File: src/design/rvfiPkg.sv
package rvfiPkg;

   //////////////////////////////
   // Retirement record widths
   //////////////////////////////

   // Machine word for PC, instruction, GPR and CSR data
   typedef logic [31:0] xlenWordT;

   // Retirement order number, unique per retired instruction
   typedef logic [63:0] orderT;

   // GPR index
   typedef logic [4:0] regAddrT;

   // Exception cause as reported in the trap field
   typedef logic [5:0] excCauseT;

   // Interrupt cause as reported in the intr field, wide enough for NMI codes
   typedef logic [10:0] intrCauseT;

   // Debug entry cause
   typedef logic [2:0] dbgCauseT;

   // Privilege mode
   typedef logic [1:0] privModeT;

   //////////////////////////////
   // Cause codes
   //////////////////////////////

   // Instruction fetch bus fault, raised outside the hart model
   localparam excCauseT FetchFaultCause = excCauseT'(48);

   // NMI for a load bus error
   localparam intrCauseT NmiLoadCause = intrCauseT'(1024);

   // NMI for a store bus error
   localparam intrCauseT NmiStoreCause = intrCauseT'(1025);

   // Debug entry by external halt request
   localparam dbgCauseT DbgHaltCause = dbgCauseT'(3);

endpackage

File: src/design/rvviPkg.sv
package rvviPkg;

   //////////////////////////////
   // Net events
   //////////////////////////////

   // An event is a net id with the new level of that net
   typedef logic [4:0] netIdT;

   // Wide enough to carry an NMI cause
   typedef logic [10:0] netValueT;

   // Interrupt lines of the basic interrupt scheme
   localparam int NumIrqNets = 19;

   // irq_i bit for each interrupt net, in net id order
   // Software, timer, external, then local 0 to 15
   localparam int IrqLineTable [NumIrqNets] = '{
      3, 7, 11,
      16, 17, 18, 19, 20, 21, 22, 23,
      24, 25, 26, 27, 28, 29, 30, 31
   };

   // Nets after the interrupt lines
   localparam netIdT NetIfault   = netIdT'(19);
   localparam netIdT NetNmi      = netIdT'(20);
   localparam netIdT NetNmiCause = netIdT'(21);
   localparam netIdT NetHaltReq  = netIdT'(22);

   localparam int NumNets = 23;

   //////////////////////////////
   // Tracked CSRs
   //////////////////////////////

   localparam int NumCsr = 8;

   typedef logic [2:0] csrIdxT;

   // CSR address per shadow index
   localparam logic [11:0] CsrAddrTable [NumCsr] = '{
      12'h300,  // mstatus
      12'h304,  // mie
      12'h305,  // mtvec
      12'h340,  // mscratch
      12'h341,  // mepc
      12'h342,  // mcause
      12'h343,  // mtval
      12'h7B0   // dcsr
   };

endpackage

File: src/design/retireStage.sv
`timescale 1ns/1ns

module retireStage
   import rvfiPkg::*;
(
   input  logic      rvvi,
   input  logic      reset_i,

   input  logic      retValid_i,
   input  orderT     retOrder_i,
   input  xlenWordT  retInsn_i,
   input  xlenWordT  retPc_i,
   input  xlenWordT  retPcNext_i,
   input  privModeT  retMode_i,

   input  logic      trapTrap_i,
   input  logic      trapException_i,
   input  excCauseT  trapCause_i,

   input  logic      intrIntr_i,
   input  logic      intrInterrupt_i,
   input  intrCauseT intrCause_i,
   input  logic      nmiPending_i,

   input  regAddrT   rdAddr_i,
   input  xlenWordT  rdWdata_i,
   input  logic      rdWe_i,

   output logic      traceValid_o,
   output orderT     traceOrder_o,
   output xlenWordT  traceInsn_o,
   output xlenWordT  tracePc_o,
   output xlenWordT  tracePcNext_o,
   output privModeT  traceMode_o,
   output logic      traceTrap_o,
   output logic      traceIntr_o,
   output logic [31:0] xWb_o,
   output xlenWordT  xWdata_o,

   output logic      retire_o,
   output logic      retTrapFault_o,
   output logic      retNmi_o,
   output intrCauseT retNmiCause_o
);

   logic        accept;
   logic        orderSeen;
   orderT       lastOrder;
   logic        validReg;
   logic [31:0] wbOneHot;
   logic [31:0] xWbReg;

   // A beat retires once; the core may hold the same order over several cycles
   assign accept = retValid_i && (!orderSeen || (retOrder_i != lastOrder));

   // x0 writes are not reported
   assign wbOneHot = (rdWe_i && (rdAddr_i != '0)) ? (32'b1 << rdAddr_i) : '0;

   always_ff @(posedge rvvi) begin
      if (reset_i) begin
         validReg  <= 1'b0;
         orderSeen <= 1'b0;
         lastOrder <= '0;
         xWbReg    <= '0;
      end else begin
         validReg <= accept;
         xWbReg   <= accept ? wbOneHot : '0;
         if (accept) begin
            lastOrder <= retOrder_i;
            orderSeen <= 1'b1;
         end
      end
   end

   ////////////////////////////////
   // Record and decoded flags
   ////////////////////////////////
   always_ff @(posedge rvvi) begin
      if (accept) begin
         traceOrder_o   <= retOrder_i;
         traceInsn_o    <= retInsn_i;
         tracePc_o      <= retPc_i;
         tracePcNext_o  <= retPcNext_i;
         traceMode_o    <= retMode_i;
         // Only the fetch fault is a trap the checker cannot derive itself
         traceTrap_o    <= trapTrap_i && (trapCause_i == FetchFaultCause);
         traceIntr_o    <= intrIntr_i;
         xWdata_o       <= rdWdata_i;
         retTrapFault_o <= trapTrap_i && trapException_i && (trapCause_i == FetchFaultCause);
         retNmi_o       <= nmiPending_i || (intrIntr_i && intrInterrupt_i &&
                           ((intrCause_i == NmiLoadCause) || (intrCause_i == NmiStoreCause)));
         retNmiCause_o  <= intrCause_i;
      end
   end

   assign traceValid_o = validReg;
   assign retire_o     = validReg;
   assign xWb_o        = xWbReg;

endmodule

File: src/design/csrShadow.sv
`timescale 1ns/1ns

module csrShadow
   import rvfiPkg::*;
#(
   parameter int NumCsr = 8
) (
   input  logic                    rvvi,
   input  logic                    reset_i,

   input  xlenWordT [NumCsr-1:0]   csrWdata_i,
   input  xlenWordT [NumCsr-1:0]   csrWmask_i,
   input  xlenWordT [NumCsr-1:0]   csrRdata_i,
   input  logic                    retire_i,

   output xlenWordT [NumCsr-1:0]   csrValue_o,
   output logic     [NumCsr-1:0]   csrWb_o
);

   xlenWordT [NumCsr-1:0] merged;
   xlenWordT [NumCsr-1:0] held;
   logic     [NumCsr-1:0] changed;
   logic     [NumCsr-1:0] wbFlag;

   ////////////////////////////////
   // Merge under write mask
   ////////////////////////////////
   always_comb begin
      for (int i = 0; i < NumCsr; i++) begin
         // Written bits from wdata, untouched bits from rdata
         merged[i]  = (csrWdata_i[i] & csrWmask_i[i]) | (csrRdata_i[i] & ~csrWmask_i[i]);
         changed[i] = (merged[i] != held[i]);
      end
   end

   // The held value also serves as the reference for change detection
   always_ff @(posedge rvvi) begin
      if (reset_i) begin
         held   <= '0;
         wbFlag <= '0;
      end else begin
         held <= merged;
         for (int i = 0; i < NumCsr; i++) begin
            if (changed[i]) begin
               wbFlag[i] <= 1'b1;
            end else if (retire_i) begin
               // Flag covers exactly one retirement
               wbFlag[i] <= 1'b0;
            end
         end
      end
   end

   assign csrValue_o = held;
   assign csrWb_o    = wbFlag;

endmodule

File: src/design/netEventDetect.sv
`timescale 1ns/1ns

module netEventDetect
   import rvfiPkg::*;
   import rvviPkg::*;
(
   input  logic      rvvi,
   input  logic      reset_i,

   input  logic [31:0] irq_i,
   input  logic      retire_i,
   input  logic      retTrapFault_i,
   input  logic      retNmi_i,
   input  intrCauseT retNmiCause_i,
   input  dbgCauseT  dbgCause_i,
   input  logic      dbgMode_i,

   input  logic      offerReady_i,
   output logic      offerValid_o,
   output netIdT     offerNet_o,
   output netValueT  offerValue_o
);

   netValueT             level     [NumNets];
   netValueT             levelNext [NumNets];
   netValueT             lastSent  [NumNets];
   logic [NumNets-1:0]   pending;
   logic                 haltCond;
   netIdT                offerIdx;
   logic                 offerTaken;

   // Debug entry caused by an external halt request
   assign haltCond = dbgMode_i && (dbgCause_i == DbgHaltCause);

   ////////////////////////////////
   // Next net levels
   ////////////////////////////////
   always_comb begin
      levelNext = level;

      // Interrupt lines follow the pins every cycle
      for (int i = 0; i < NumIrqNets; i++) begin
         levelNext[i] = netValueT'(irq_i[IrqLineTable[i]]);
      end

      // Fault and NMI only move with retirement
      if (retire_i) begin
         levelNext[NetIfault] = netValueT'(retTrapFault_i);
         levelNext[NetNmi]    = netValueT'(retNmi_i);
         if (retNmi_i) begin
            levelNext[NetNmiCause] = retNmiCause_i;
         end
      end

      // Halt request rises at once but only falls on a retirement
      if (haltCond) begin
         levelNext[NetHaltReq] = netValueT'(1);
      end else if (retire_i) begin
         levelNext[NetHaltReq] = '0;
      end
   end

   ////////////////////////////////
   // Pending and offer selection
   ////////////////////////////////
   always_comb begin
      for (int i = 0; i < NumNets; i++) begin
         pending[i] = (level[i] != lastSent[i]);
      end
   end

   // Lowest id wins; scanning down lets the last hit be the lowest
   always_comb begin
      offerIdx = '0;
      for (int i = NumNets - 1; i >= 0; i--) begin
         if (pending[i]) begin
            offerIdx = netIdT'(i);
         end
      end
   end

   assign offerValid_o = |pending;
   assign offerNet_o   = offerIdx;
   assign offerValue_o = level[offerIdx];
   assign offerTaken   = offerValid_o && offerReady_i;

   always_ff @(posedge rvvi) begin
      if (reset_i) begin
         for (int i = 0; i < NumNets; i++) begin
            level[i]    <= '0;
            lastSent[i] <= '0;
         end
      end else begin
         level <= levelNext;
         // A level that moved back to lastSent simply stops being pending
         if (offerTaken) begin
            lastSent[offerIdx] <= level[offerIdx];
         end
      end
   end

endmodule

File: src/design/eventFifo.sv
`timescale 1ns/1ns

module eventFifo
   import rvviPkg::*;
#(
   parameter int FifoDepth = 4
) (
   input  logic     rvvi,
   input  logic     reset_i,

   input  logic     inValid_i,
   input  netIdT    inNet_i,
   input  netValueT inValue_i,
   output logic     inReady_o,

   output logic     outValid_o,
   output netIdT    outNet_o,
   output netValueT outValue_o,
   input  logic     outReady_i
);

   localparam int PtrW = (FifoDepth > 1) ? $clog2(FifoDepth) : 1;
   localparam int CntW = $clog2(FifoDepth + 1);

   localparam logic [PtrW-1:0] LastPtr  = PtrW'(FifoDepth - 1);
   localparam logic [CntW-1:0] FullCnt  = CntW'(FifoDepth);

   netIdT           netMem   [FifoDepth];
   netValueT        valueMem [FifoDepth];
   logic [PtrW-1:0] wrPtr;
   logic [PtrW-1:0] rdPtr;
   logic [CntW-1:0] count;
   logic            push;
   logic            pop;

   assign inReady_o  = (count != FullCnt);
   assign outValid_o = (count != '0);
   assign push       = inValid_i && inReady_o;
   assign pop        = outValid_o && outReady_i;

   // Head entry stays put until popped
   assign outNet_o   = netMem[rdPtr];
   assign outValue_o = valueMem[rdPtr];

   always_ff @(posedge rvvi) begin
      if (push) begin
         netMem[wrPtr]   <= inNet_i;
         valueMem[wrPtr] <= inValue_i;
      end
   end

   always_ff @(posedge rvvi) begin
      if (reset_i) begin
         wrPtr <= '0;
         rdPtr <= '0;
         count <= '0;
      end else begin
         if (push) begin
            wrPtr <= (wrPtr == LastPtr) ? '0 : wrPtr + 1'b1;
         end
         if (pop) begin
            rdPtr <= (rdPtr == LastPtr) ? '0 : rdPtr + 1'b1;
         end
         count <= count + CntW'(push) - CntW'(pop);
      end
   end

endmodule

File: src/design/traceTop.sv
`timescale 1ns/1ns

module traceTop
   import rvfiPkg::*;
   import rvviPkg::*;
#(
   parameter int NumCsr    = rvviPkg::NumCsr,
   parameter int FifoDepth = 4
) (
   input  logic                  rvvi,
   input  logic                  reset_i,

   input  logic                  retValid_i,
   input  orderT                 retOrder_i,
   input  xlenWordT              retInsn_i,
   input  xlenWordT              retPc_i,
   input  xlenWordT              retPcNext_i,
   input  privModeT              retMode_i,
   input  logic                  trapTrap_i,
   input  logic                  trapException_i,
   input  excCauseT              trapCause_i,
   input  logic                  intrIntr_i,
   input  logic                  intrInterrupt_i,
   input  intrCauseT             intrCause_i,
   input  logic                  nmiPending_i,
   input  dbgCauseT              dbgCause_i,
   input  logic                  dbgMode_i,
   input  regAddrT               rdAddr_i,
   input  xlenWordT              rdWdata_i,
   input  logic                  rdWe_i,
   input  xlenWordT [NumCsr-1:0] csrWdata_i,
   input  xlenWordT [NumCsr-1:0] csrWmask_i,
   input  xlenWordT [NumCsr-1:0] csrRdata_i,
   input  logic [31:0]           irq_i,
   input  logic                  eventReady_i,

   output logic                  traceValid_o,
   output orderT                 traceOrder_o,
   output xlenWordT              traceInsn_o,
   output xlenWordT              tracePc_o,
   output xlenWordT              tracePcNext_o,
   output privModeT              traceMode_o,
   output logic                  traceTrap_o,
   output logic                  traceIntr_o,
   output logic [31:0]           xWb_o,
   output xlenWordT              xWdata_o,
   output xlenWordT [NumCsr-1:0] csrValue_o,
   output logic [NumCsr-1:0]     csrWb_o,
   output logic                  eventValid_o,
   output netIdT                 eventNet_o,
   output netValueT              eventValue_o
);

   logic      retire;
   logic      retTrapFault;
   logic      retNmi;
   intrCauseT retNmiCause;
   logic      offerValid;
   logic      offerReady;
   netIdT     offerNet;
   netValueT  offerValue;

   //////////////////////////////
   // Retirement and GPR trace
   //////////////////////////////
   retireStage i_retireStage (
      .rvvi            (rvvi),
      .reset_i         (reset_i),
      .retValid_i      (retValid_i),
      .retOrder_i      (retOrder_i),
      .retInsn_i       (retInsn_i),
      .retPc_i         (retPc_i),
      .retPcNext_i     (retPcNext_i),
      .retMode_i       (retMode_i),
      .trapTrap_i      (trapTrap_i),
      .trapException_i (trapException_i),
      .trapCause_i     (trapCause_i),
      .intrIntr_i      (intrIntr_i),
      .intrInterrupt_i (intrInterrupt_i),
      .intrCause_i     (intrCause_i),
      .nmiPending_i    (nmiPending_i),
      .rdAddr_i        (rdAddr_i),
      .rdWdata_i       (rdWdata_i),
      .rdWe_i          (rdWe_i),
      .traceValid_o    (traceValid_o),
      .traceOrder_o    (traceOrder_o),
      .traceInsn_o     (traceInsn_o),
      .tracePc_o       (tracePc_o),
      .tracePcNext_o   (tracePcNext_o),
      .traceMode_o     (traceMode_o),
      .traceTrap_o     (traceTrap_o),
      .traceIntr_o     (traceIntr_o),
      .xWb_o           (xWb_o),
      .xWdata_o        (xWdata_o),
      .retire_o        (retire),
      .retTrapFault_o  (retTrapFault),
      .retNmi_o        (retNmi),
      .retNmiCause_o   (retNmiCause)
   );

   csrShadow #(
      .NumCsr (NumCsr)
   ) i_csrShadow (
      .rvvi       (rvvi),
      .reset_i    (reset_i),
      .csrWdata_i (csrWdata_i),
      .csrWmask_i (csrWmask_i),
      .csrRdata_i (csrRdata_i),
      .retire_i   (retire),
      .csrValue_o (csrValue_o),
      .csrWb_o    (csrWb_o)
   );

   //////////////////////////////
   // Net events
   //////////////////////////////
   netEventDetect i_netEventDetect (
      .rvvi           (rvvi),
      .reset_i        (reset_i),
      .irq_i          (irq_i),
      .retire_i       (retire),
      .retTrapFault_i (retTrapFault),
      .retNmi_i       (retNmi),
      .retNmiCause_i  (retNmiCause),
      .dbgCause_i     (dbgCause_i),
      .dbgMode_i      (dbgMode_i),
      .offerReady_i   (offerReady),
      .offerValid_o   (offerValid),
      .offerNet_o     (offerNet),
      .offerValue_o   (offerValue)
   );

   eventFifo #(
      .FifoDepth (FifoDepth)
   ) i_eventFifo (
      .rvvi       (rvvi),
      .reset_i    (reset_i),
      .inValid_i  (offerValid),
      .inNet_i    (offerNet),
      .inValue_i  (offerValue),
      .inReady_o  (offerReady),
      .outValid_o (eventValid_o),
      .outNet_o   (eventNet_o),
      .outValue_o (eventValue_o),
      .outReady_i (eventReady_i)
   );

endmodule

File: config.mk
export PLATFORM = sky130hd
export DESIGN_NAME = traceTop
export DESIGN_NICKNAME = d
export VERILOG_FILES = /design/src/design/rvfiPkg.sv /design/src/design/rvviPkg.sv /design/src/design/retireStage.sv /design/src/design/csrShadow.sv /design/src/design/netEventDetect.sv /design/src/design/eventFifo.sv /design/src/design/traceTop.sv
export SDC_FILE = /design/constraint.sdc
export NUM_CORES = 1
export LEC_CHECK = 0
export BUFFER_PORTS_ARGS = -buffer_cell sky130_fd_sc_hd__buf_4
export CAP_MARGIN = 20
export CORE_AREA = 2 2 592 594
export CTS_BUF_LIST = sky130_fd_sc_hd__clkbuf_4 sky130_fd_sc_hd__clkbuf_8 sky130_fd_sc_hd__clkbuf_16
export DETAILED_ROUTE_END_ITERATION = 10
export DIE_AREA = 0 0 594 596
export PLACE_DENSITY_LB_ADDON = 0.12
export SYNTH_ARGS = -nofsm -noshare
export SYNTH_HDL_FRONTEND = slang
export SYNTH_SLANG_ARGS = --single-unit
File: constraint.sdc
create_clock -name rvvi -period 10.3 [get_ports rvvi]
set_input_delay 0.515 -clock rvvi [delete_from_list [all_inputs] [get_ports rvvi]]
set_output_delay 0.515 -clock rvvi [all_outputs]
set_load 0.05 [all_outputs]
==> results of run 1 <==
critical path, cell delays in order (launching register included):
cell and delay (ps):
edfxtp_1 360, nor4_1 420, nand4_1 290, o311ai_1 710
o2111ai_1 320, a211oi_4 360, buf_4 340, and3_1 220
o32ai_2 110, nor4_4 860, buf_4 420, a31oi_1 160
per-stage QoR:
stage                     setup WS, ps  instance area [um^2]  power (uW)  instances  utilization, %
after detailed placement          5320                 53400        6770       8949            15.4
after floorplan                   2670                 36400        5620       2884               -
after global routing              5140                 64600       12300       9875            18.6
final                             5430                 64700       11800       9910            18.6
after CTS                         5400                 64500       12100       9845            18.5
after global placement            5310                 53400        6770       8949            15.4
cells in the mapped netlist (14+ instances only):
cell type	number
inv_1	23
a21oi_1	99
and2_1	19
clkbuf_1	69
nor4_1	106
edfxtp_1	526
mux2i_1	262
mux4_2	16
and3_1	14
nor2b_1	24
xnor2_1	259
nand4_1	51
nor2_1	330
nand2_1	200
nand2b_1	26
dfxtp_1	404
xor2_1	83
power by group:
group | leakage (uW) | switching (uW) | internal (uW)
combinational | 0.0152 | 1490 | 929
sequential | 0.00850 | 170 | 4280
clock | 0.00226 | 1960 | 2920
total | 0.0260 | 3630 | 8130
final timing paths:
path | from | to | slack [ps] | cells past startpoint
setup / recovery | i_netEventDetect.lastSent[20][1]$_SDFFCE_PN0P_ | i_netEventDetect.lastSent[21][0]$_SDFFCE_PN0P_ | 5430 | 11
hold / removal | csrRdata_i[187] | i_csrShadow.csrValue_o[187]$_SDFF_PP0_ | 80 | 3
setup reg to reg | i_netEventDetect.lastSent[20][1]$_SDFFCE_PN0P_ | i_netEventDetect.lastSent[21][0]$_SDFFCE_PN0P_ | 5430 | 11
hold reg to reg | i_retireStage.lastOrder[8]$_SDFFE_PP0P_ | i_retireStage.lastOrder[8]$_SDFFE_PP0P_ | 460 | 2
cell families after synthesis:
family / Yosys count / share of synthesized area, %
flip-flops: 930 / 67.2
AND/OR/NAND/NOR: 837 / 11.4
buffers and inverters: 98 / 1.13
AO/OA/AOI/OAI: 168 / 3.08
adder cells (fa/ha/maj): 8 / 0.303
other: 1 / 0.0105
XOR/XNOR: 342 / 8.43
multiplexers: 280 / 8.45
final cells by class:
cell class | count | area share [%]
Multi-Input combinational cell | 1856 | 18.7
Antenna cell | 61 | 0.236
Tap cell | 4599 | 8.90
Clock buffer | 186 | 6.14
Inverter | 23 | 0.145
Clock inverter | 62 | 0.929
Sequential cell | 930 | 36.9
Timing Repair Buffer | 2193 | 28.0
repair_timing:
item                      4_1_cts  5_1_grt
hold buffers                  648        0
gates resized for setup         0        0
hold endpoints to repair      513        0
registers in the layout, indices dropped and copies added, names as in the netlist, 3 cells and up, named ones only:
| name | cells |
|---|---|
| i_csrShadow.csrValue_o | 256 |
| i_retireStage.retNmiCause_o | 11 |
| i_retireStage.xWdata_o | 32 |
| i_eventFifo.valueMem | 44 |
| i_eventFifo.netMem | 20 |
| i_retireStage.xWb_o | 32 |
| i_retireStage.tracePcNext_o | 32 |
| i_netEventDetect.lastSent | 253 |
| i_retireStage.traceInsn_o | 32 |
| i_eventFifo.count | 3 |
| i_csrShadow.csrWb_o | 8 |
| i_retireStage.traceOrder_o | 64 |
| i_retireStage.tracePc_o | 32 |
| i_netEventDetect.level | 33 |
| i_retireStage.lastOrder | 64 |
per-layer routing:
metal	global-route usage, %	part of all wire (%)
met5	0	0.26
met1	15.0	36
met2	26.1	50
met3	6.65	10
met4	4.08	3.3
==> flow_metrics.env, run 1 <==
export IMPL_drc=0
export IMPL_first_iter_violations=1395
export IMPL_synth_area_um2=35500
export IMPL_die_x_um=594
export IMPL_crit_fanout=15
export IMPL_synth_seq_cells=930
export IMPL_seq_area_frac_synth_pct=67.2
export IMPL_final_hold_viol_count=0
export IMPL_clockBufferDepth=4
export IMPL_ys_top_cells_by_area="edfxtp_1 (44%), dfxtp_1 (23%), mux2i_1 (7.4%), xnor2_1 (6.4%), nor2_1 (3.5%)"
export IMPL_vias=31400
export IMPL_finalMaxSlewViolations=0
export IMPL_h_tree_depth=4
export IMPL_wire_per_inst_um=26.8
export IMPL_final_setup_skew_ps=89.7
export IMPL_num_io_pins=1540
export IMPL_max_cap_viol_count=0
export IMPL_yosys_warnings=0
export IMPL_grt_pass1_wl_mm=336
export IMPL_mostFrequentLayoutCells="buf_4 (1,541), dlygate4sd3_1 (648), edfxtp_1 (526)"
export IMPL_synth_edf_count=526
export IMPL_crit_required_ps=10840
export IMPL_vias_per_cell=3.16
export IMPL_synth_area_per_cell_um2=13.3
export IMPL_fin_crit_sh_pct=47.3
export IMPL_arrival_ps=5410
export IMPL_grt_max_degree=167
export IMPL_syn_to_final_growth_pct=81.9
export IMPL_initial_utilization_pct=10.2
export IMPL_routed_wl_mm=265
export IMPL_place_hpwl_mm=226
export IMPL_final_common_cell="buf_4"
export IMPL_synthCells=2664
export IMPL_fill_cells=38500
export IMPL_worst_pin_slew_ps=1050
export IMPL_hold_ws_ps=81.3
export IMPL_firstDrtPassIters=6
export IMPL_die_y_um=596
export IMPL_antenna_left=0
export IMPL_cp_end_kind="flip-flop"
export IMPL_synth_top_area_cell="edfxtp_1"
export IMPL_drive_above_1_share_pct=34.9
export IMPL_fp_coreArea_um2=348000
export IMPL_grt_total_usage_pct=14.5
export IMPL_cts_clk_slew_worst_paths_ps=60
export IMPL_async_reset_ff_share_pct=0
export IMPL_postCtsSetupBuffers=0
export IMPL_place_congestion=0.887
export IMPL_power_density_nw_per_um2=182
export IMPL_num_rows=217
export IMPL_maxSlewHeadroom_pct=27.8
export IMPL_ys_flop_type="edfxtp_1"
export IMPL_synth_cell_types=74
export IMPL_min_delay_path_class="input pin to flip-flop"
export IMPL_setup_viol=0
export IMPL_ir_drop_uv=105
export IMPL_fmax_mhz=205
export IMPL_cts_num_sinks=930
export IMPL_grt_pass1_vias=33000
export IMPL_grt_ovfl_total=0
export IMPL_multiInputGateArea_um2=12100
export IMPL_cts_root_buf="clkbuf_16"
export IMPL_grt_setup_unrepaired="false"
export IMPL_clk_latency_ps=840
export IMPL_synth_top_area_share_pct=44.4
export IMPL_critPathKind="flip-flop to flip-flop"
export IMPL_cts_tree="yes"
export IMPL_fin_tns_setup_ps=0
export IMPL_die_area_um2=354000
export IMPL_fin_nets=6180
export IMPL_final_seq_area_um2=23900
export IMPL_p_leak_uw=0.0260
export IMPL_antenna_found_initial=217
export IMPL_min_period_ps=4870
export IMPL_port_buffers=1526
export IMPL_status="finished clean"
export IMPL_cts_buffers=138
export IMPL_start_kind="flip-flop"
(Power assumes the default switching activity.)
==> run 2: changes to the inputs <==
==> constraint.sdc (replaced) <==
create_clock -name rvvi -period 5.1 [get_ports rvvi]
set_input_delay 0.255 -clock rvvi [delete_from_list [all_inputs] [get_ports rvvi]]
set_output_delay 0.255 -clock rvvi [all_outputs]
set_load 0.05 [all_outputs]
==> flow_metrics.env, run 2 (synthesis gave the netlist of run 1 again) <==
export IMPL_fin_cells=10000
export IMPL_grt_pass1_vias=33900
export IMPL_fp_coreArea_um2=348000
export IMPL_cts_buffers=137
export IMPL_final_setup_skew_ps=75.0
export IMPL_place_congestion=0.908
export IMPL_syn_to_final_growth_pct=85.3
export IMPL_ir_drop_uv=216
export IMPL_die_area_um2=354000
export IMPL_final_common_cell="buf_4"
export IMPL_antenna_found_initial=220
export IMPL_wire_per_inst_um=27.2
export IMPL_die_y_um=596
export IMPL_grt_pass1_wl_mm=346
export IMPL_worst_pin_slew_ps=1050
export IMPL_fmax_mhz=242
export IMPL_power_density_nw_per_um2=359
export IMPL_largest_reg_flops=256
export IMPL_drive_above_1_share_pct=34.5
export IMPL_clockBufferDepth=4
export IMPL_status="finished clean"
export IMPL_timing_reg2reg_setup_slack_ps=970
export IMPL_arrival_ps=4580
export IMPL_setup_viol=0
export IMPL_num_io_pins=1540
export IMPL_cts_root_buf="clkbuf_16"
export IMPL_grt_max_degree=80
export IMPL_place_hpwl_mm=231
export IMPL_grt_setup_unrepaired="false"
export IMPL_fin_crit_sh_pct=80.9
export IMPL_critPathKind="flip-flop to flip-flop"
export IMPL_vias=32300
export IMPL_mostFrequentLayoutCells="buf_4 (1,567), dlygate4sd3_1 (763), edfxtp_1 (526)"
export IMPL_fill_cells=38500
export IMPL_firstDrtPassIters=5
export IMPL_antenna_left=0
export IMPL_drc=0
export IMPL_min_delay_path_class="input pin to flip-flop"
export IMPL_first_iter_violations=1557
export IMPL_min_from="csrRdata_i[161]"
export IMPL_grt_ovfl_total=0
export IMPL_start_kind="flip-flop"
export IMPL_port_buffers=1526
export IMPL_cts_clk_slew_worst_paths_ps=60
export IMPL_max_cap_viol_count=0
export IMPL_dp_cells=8978
export IMPL_initial_utilization_pct=10.2
export IMPL_vias_per_cell=3.21
export IMPL_grt_total_usage_pct=14.9
export IMPL_num_rows=217
export IMPL_clk_latency_ps=850
export IMPL_final_hold_viol_count=0
export IMPL_die_x_um=594
export IMPL_cts_tree="yes"
export IMPL_fin_tns_setup_ps=0
export IMPL_h_tree_depth=4
export IMPL_cp_end_kind="flip-flop"
export IMPL_p_leak_uw=0.0265
export IMPL_crit_chain="xor2_1 > nor4_1 > nand4_1 > o211ai_1 > a41oi_2 > nor3_4 > buf_4 > and2b_1 > nand2_1 > nand2b_1"
export IMPL_min_period_ps=4130
export IMPL_critPathSlowestCell="nor4_1"
export IMPL_fin_nets=6321
export IMPL_crit_fanout=11
export IMPL_finalMaxSlewViolations=0
export IMPL_critical_path_max_stage_delay_ps=600
export IMPL_reg2reg_from="i_netEventDetect.level[20]$_SDFFE_PP0P_"
export IMPL_routed_wl_mm=273
export IMPL_power_uw=23700
export IMPL_maxSlewHeadroom_pct=29.8
export IMPL_startpoint="i_netEventDetect.level[20]$_SDFFE_PP0P_"
export IMPL_crit_required_ps=5560
export IMPL_cts_num_sinks=930
export IMPL_fin_util_pct=18.9
==> run 2: cell count changes in the layout (fill, tap and decap cells not counted), moves of 3 or more <==
| cell | before | now |
|---|---|---|
| diode_2 | 61 | 55 |
| buf_4 | 1541 | 1567 |
| dlygate4sd3_1 | 648 | 763 |
| clkinv_8 | 5 | 2 |
| inv_6 | 2 | 8 |
| clkbuf_16 | 141 | 137 |
| inv_16 | 0 | 3 |
| bufinv_16 | 8 | 5 |
| clkinvlp_4 | 8 | 3 |
==> run 2: layout make-up <==
class | count | area [um^2] | area share, %
flip-flops and latches | 930 | 23900 | 36.3
repair buffers | 2335 | 19500 | 29.6
multi-input cells | 1856 | 12100 | 18.4
well taps | 4599 | 5750 | 8.74
clock buffers | 187 | 3920 | 5.95
clock inverters | 56 | 493 | 0.748
diodes | 55 | 138 | 0.209
inverters | 23 | 93.8 | 0.142
==> run 2: worst paths after layout <==
path,depth (start not counted),to
worst max-delay path,10,i_netEventDetect.lastSent[10][1]$_SDFFCE_PN0P_
worst min-delay path,5,i_csrShadow.csrWb_o[5]$_SDFFE_PP0P_
worst max register to register,10,i_netEventDetect.lastSent[10][1]$_SDFFCE_PN0P_
worst min register to register,2,i_retireStage.lastOrder[43]$_SDFFE_PP0P_
==> run 2: power breakdown <==
group	total [uW]	switching, uW	internal (uW)
Clock	9610	3940	5670
Combinational	5080	3100	1970
Sequential	8980	332	8650
==> run 2: per-stage QoR <==
step	setup WS [ps]	hold slack (ps)	instance area [um^2]
floorplan	441	354	36400
global placement	790	434	53700
detailed placement	864	434	53700
CTS	838	0.623	65700
global route	472	84.4	65800
finish	975	84.9	65900
==> run 2: critical path, delay by kind of cell (launching register included) <==
family,cells,cell delay [ps]
AO/OA/AOI/OAI,2,690
flip-flops,1,330
AND/OR/NAND/NOR,6,2260
XOR/XNOR,1,180
buffers and inverters,1,270
==> run 2: timing repair <==
action | CTS | global route
setup buffers | 0 | 0
hold endpoints to repair | 600 | 0
gates resized for setup | 0 | 0
hold buffers | 763 | 0
==> run 2: per-layer routing <==
metal  wire (um)  vias to the layer above  part of all wire [%]  GRT usage (%)
met5         805                        -                  0.29              0
met4        8100                      126                   3.0           4.08
met3       27500                      511                    10           6.77
met2      137000                     1287                    50           26.7
met1       99200                    15600                    36           15.7
li1            -                    14700                     -              -
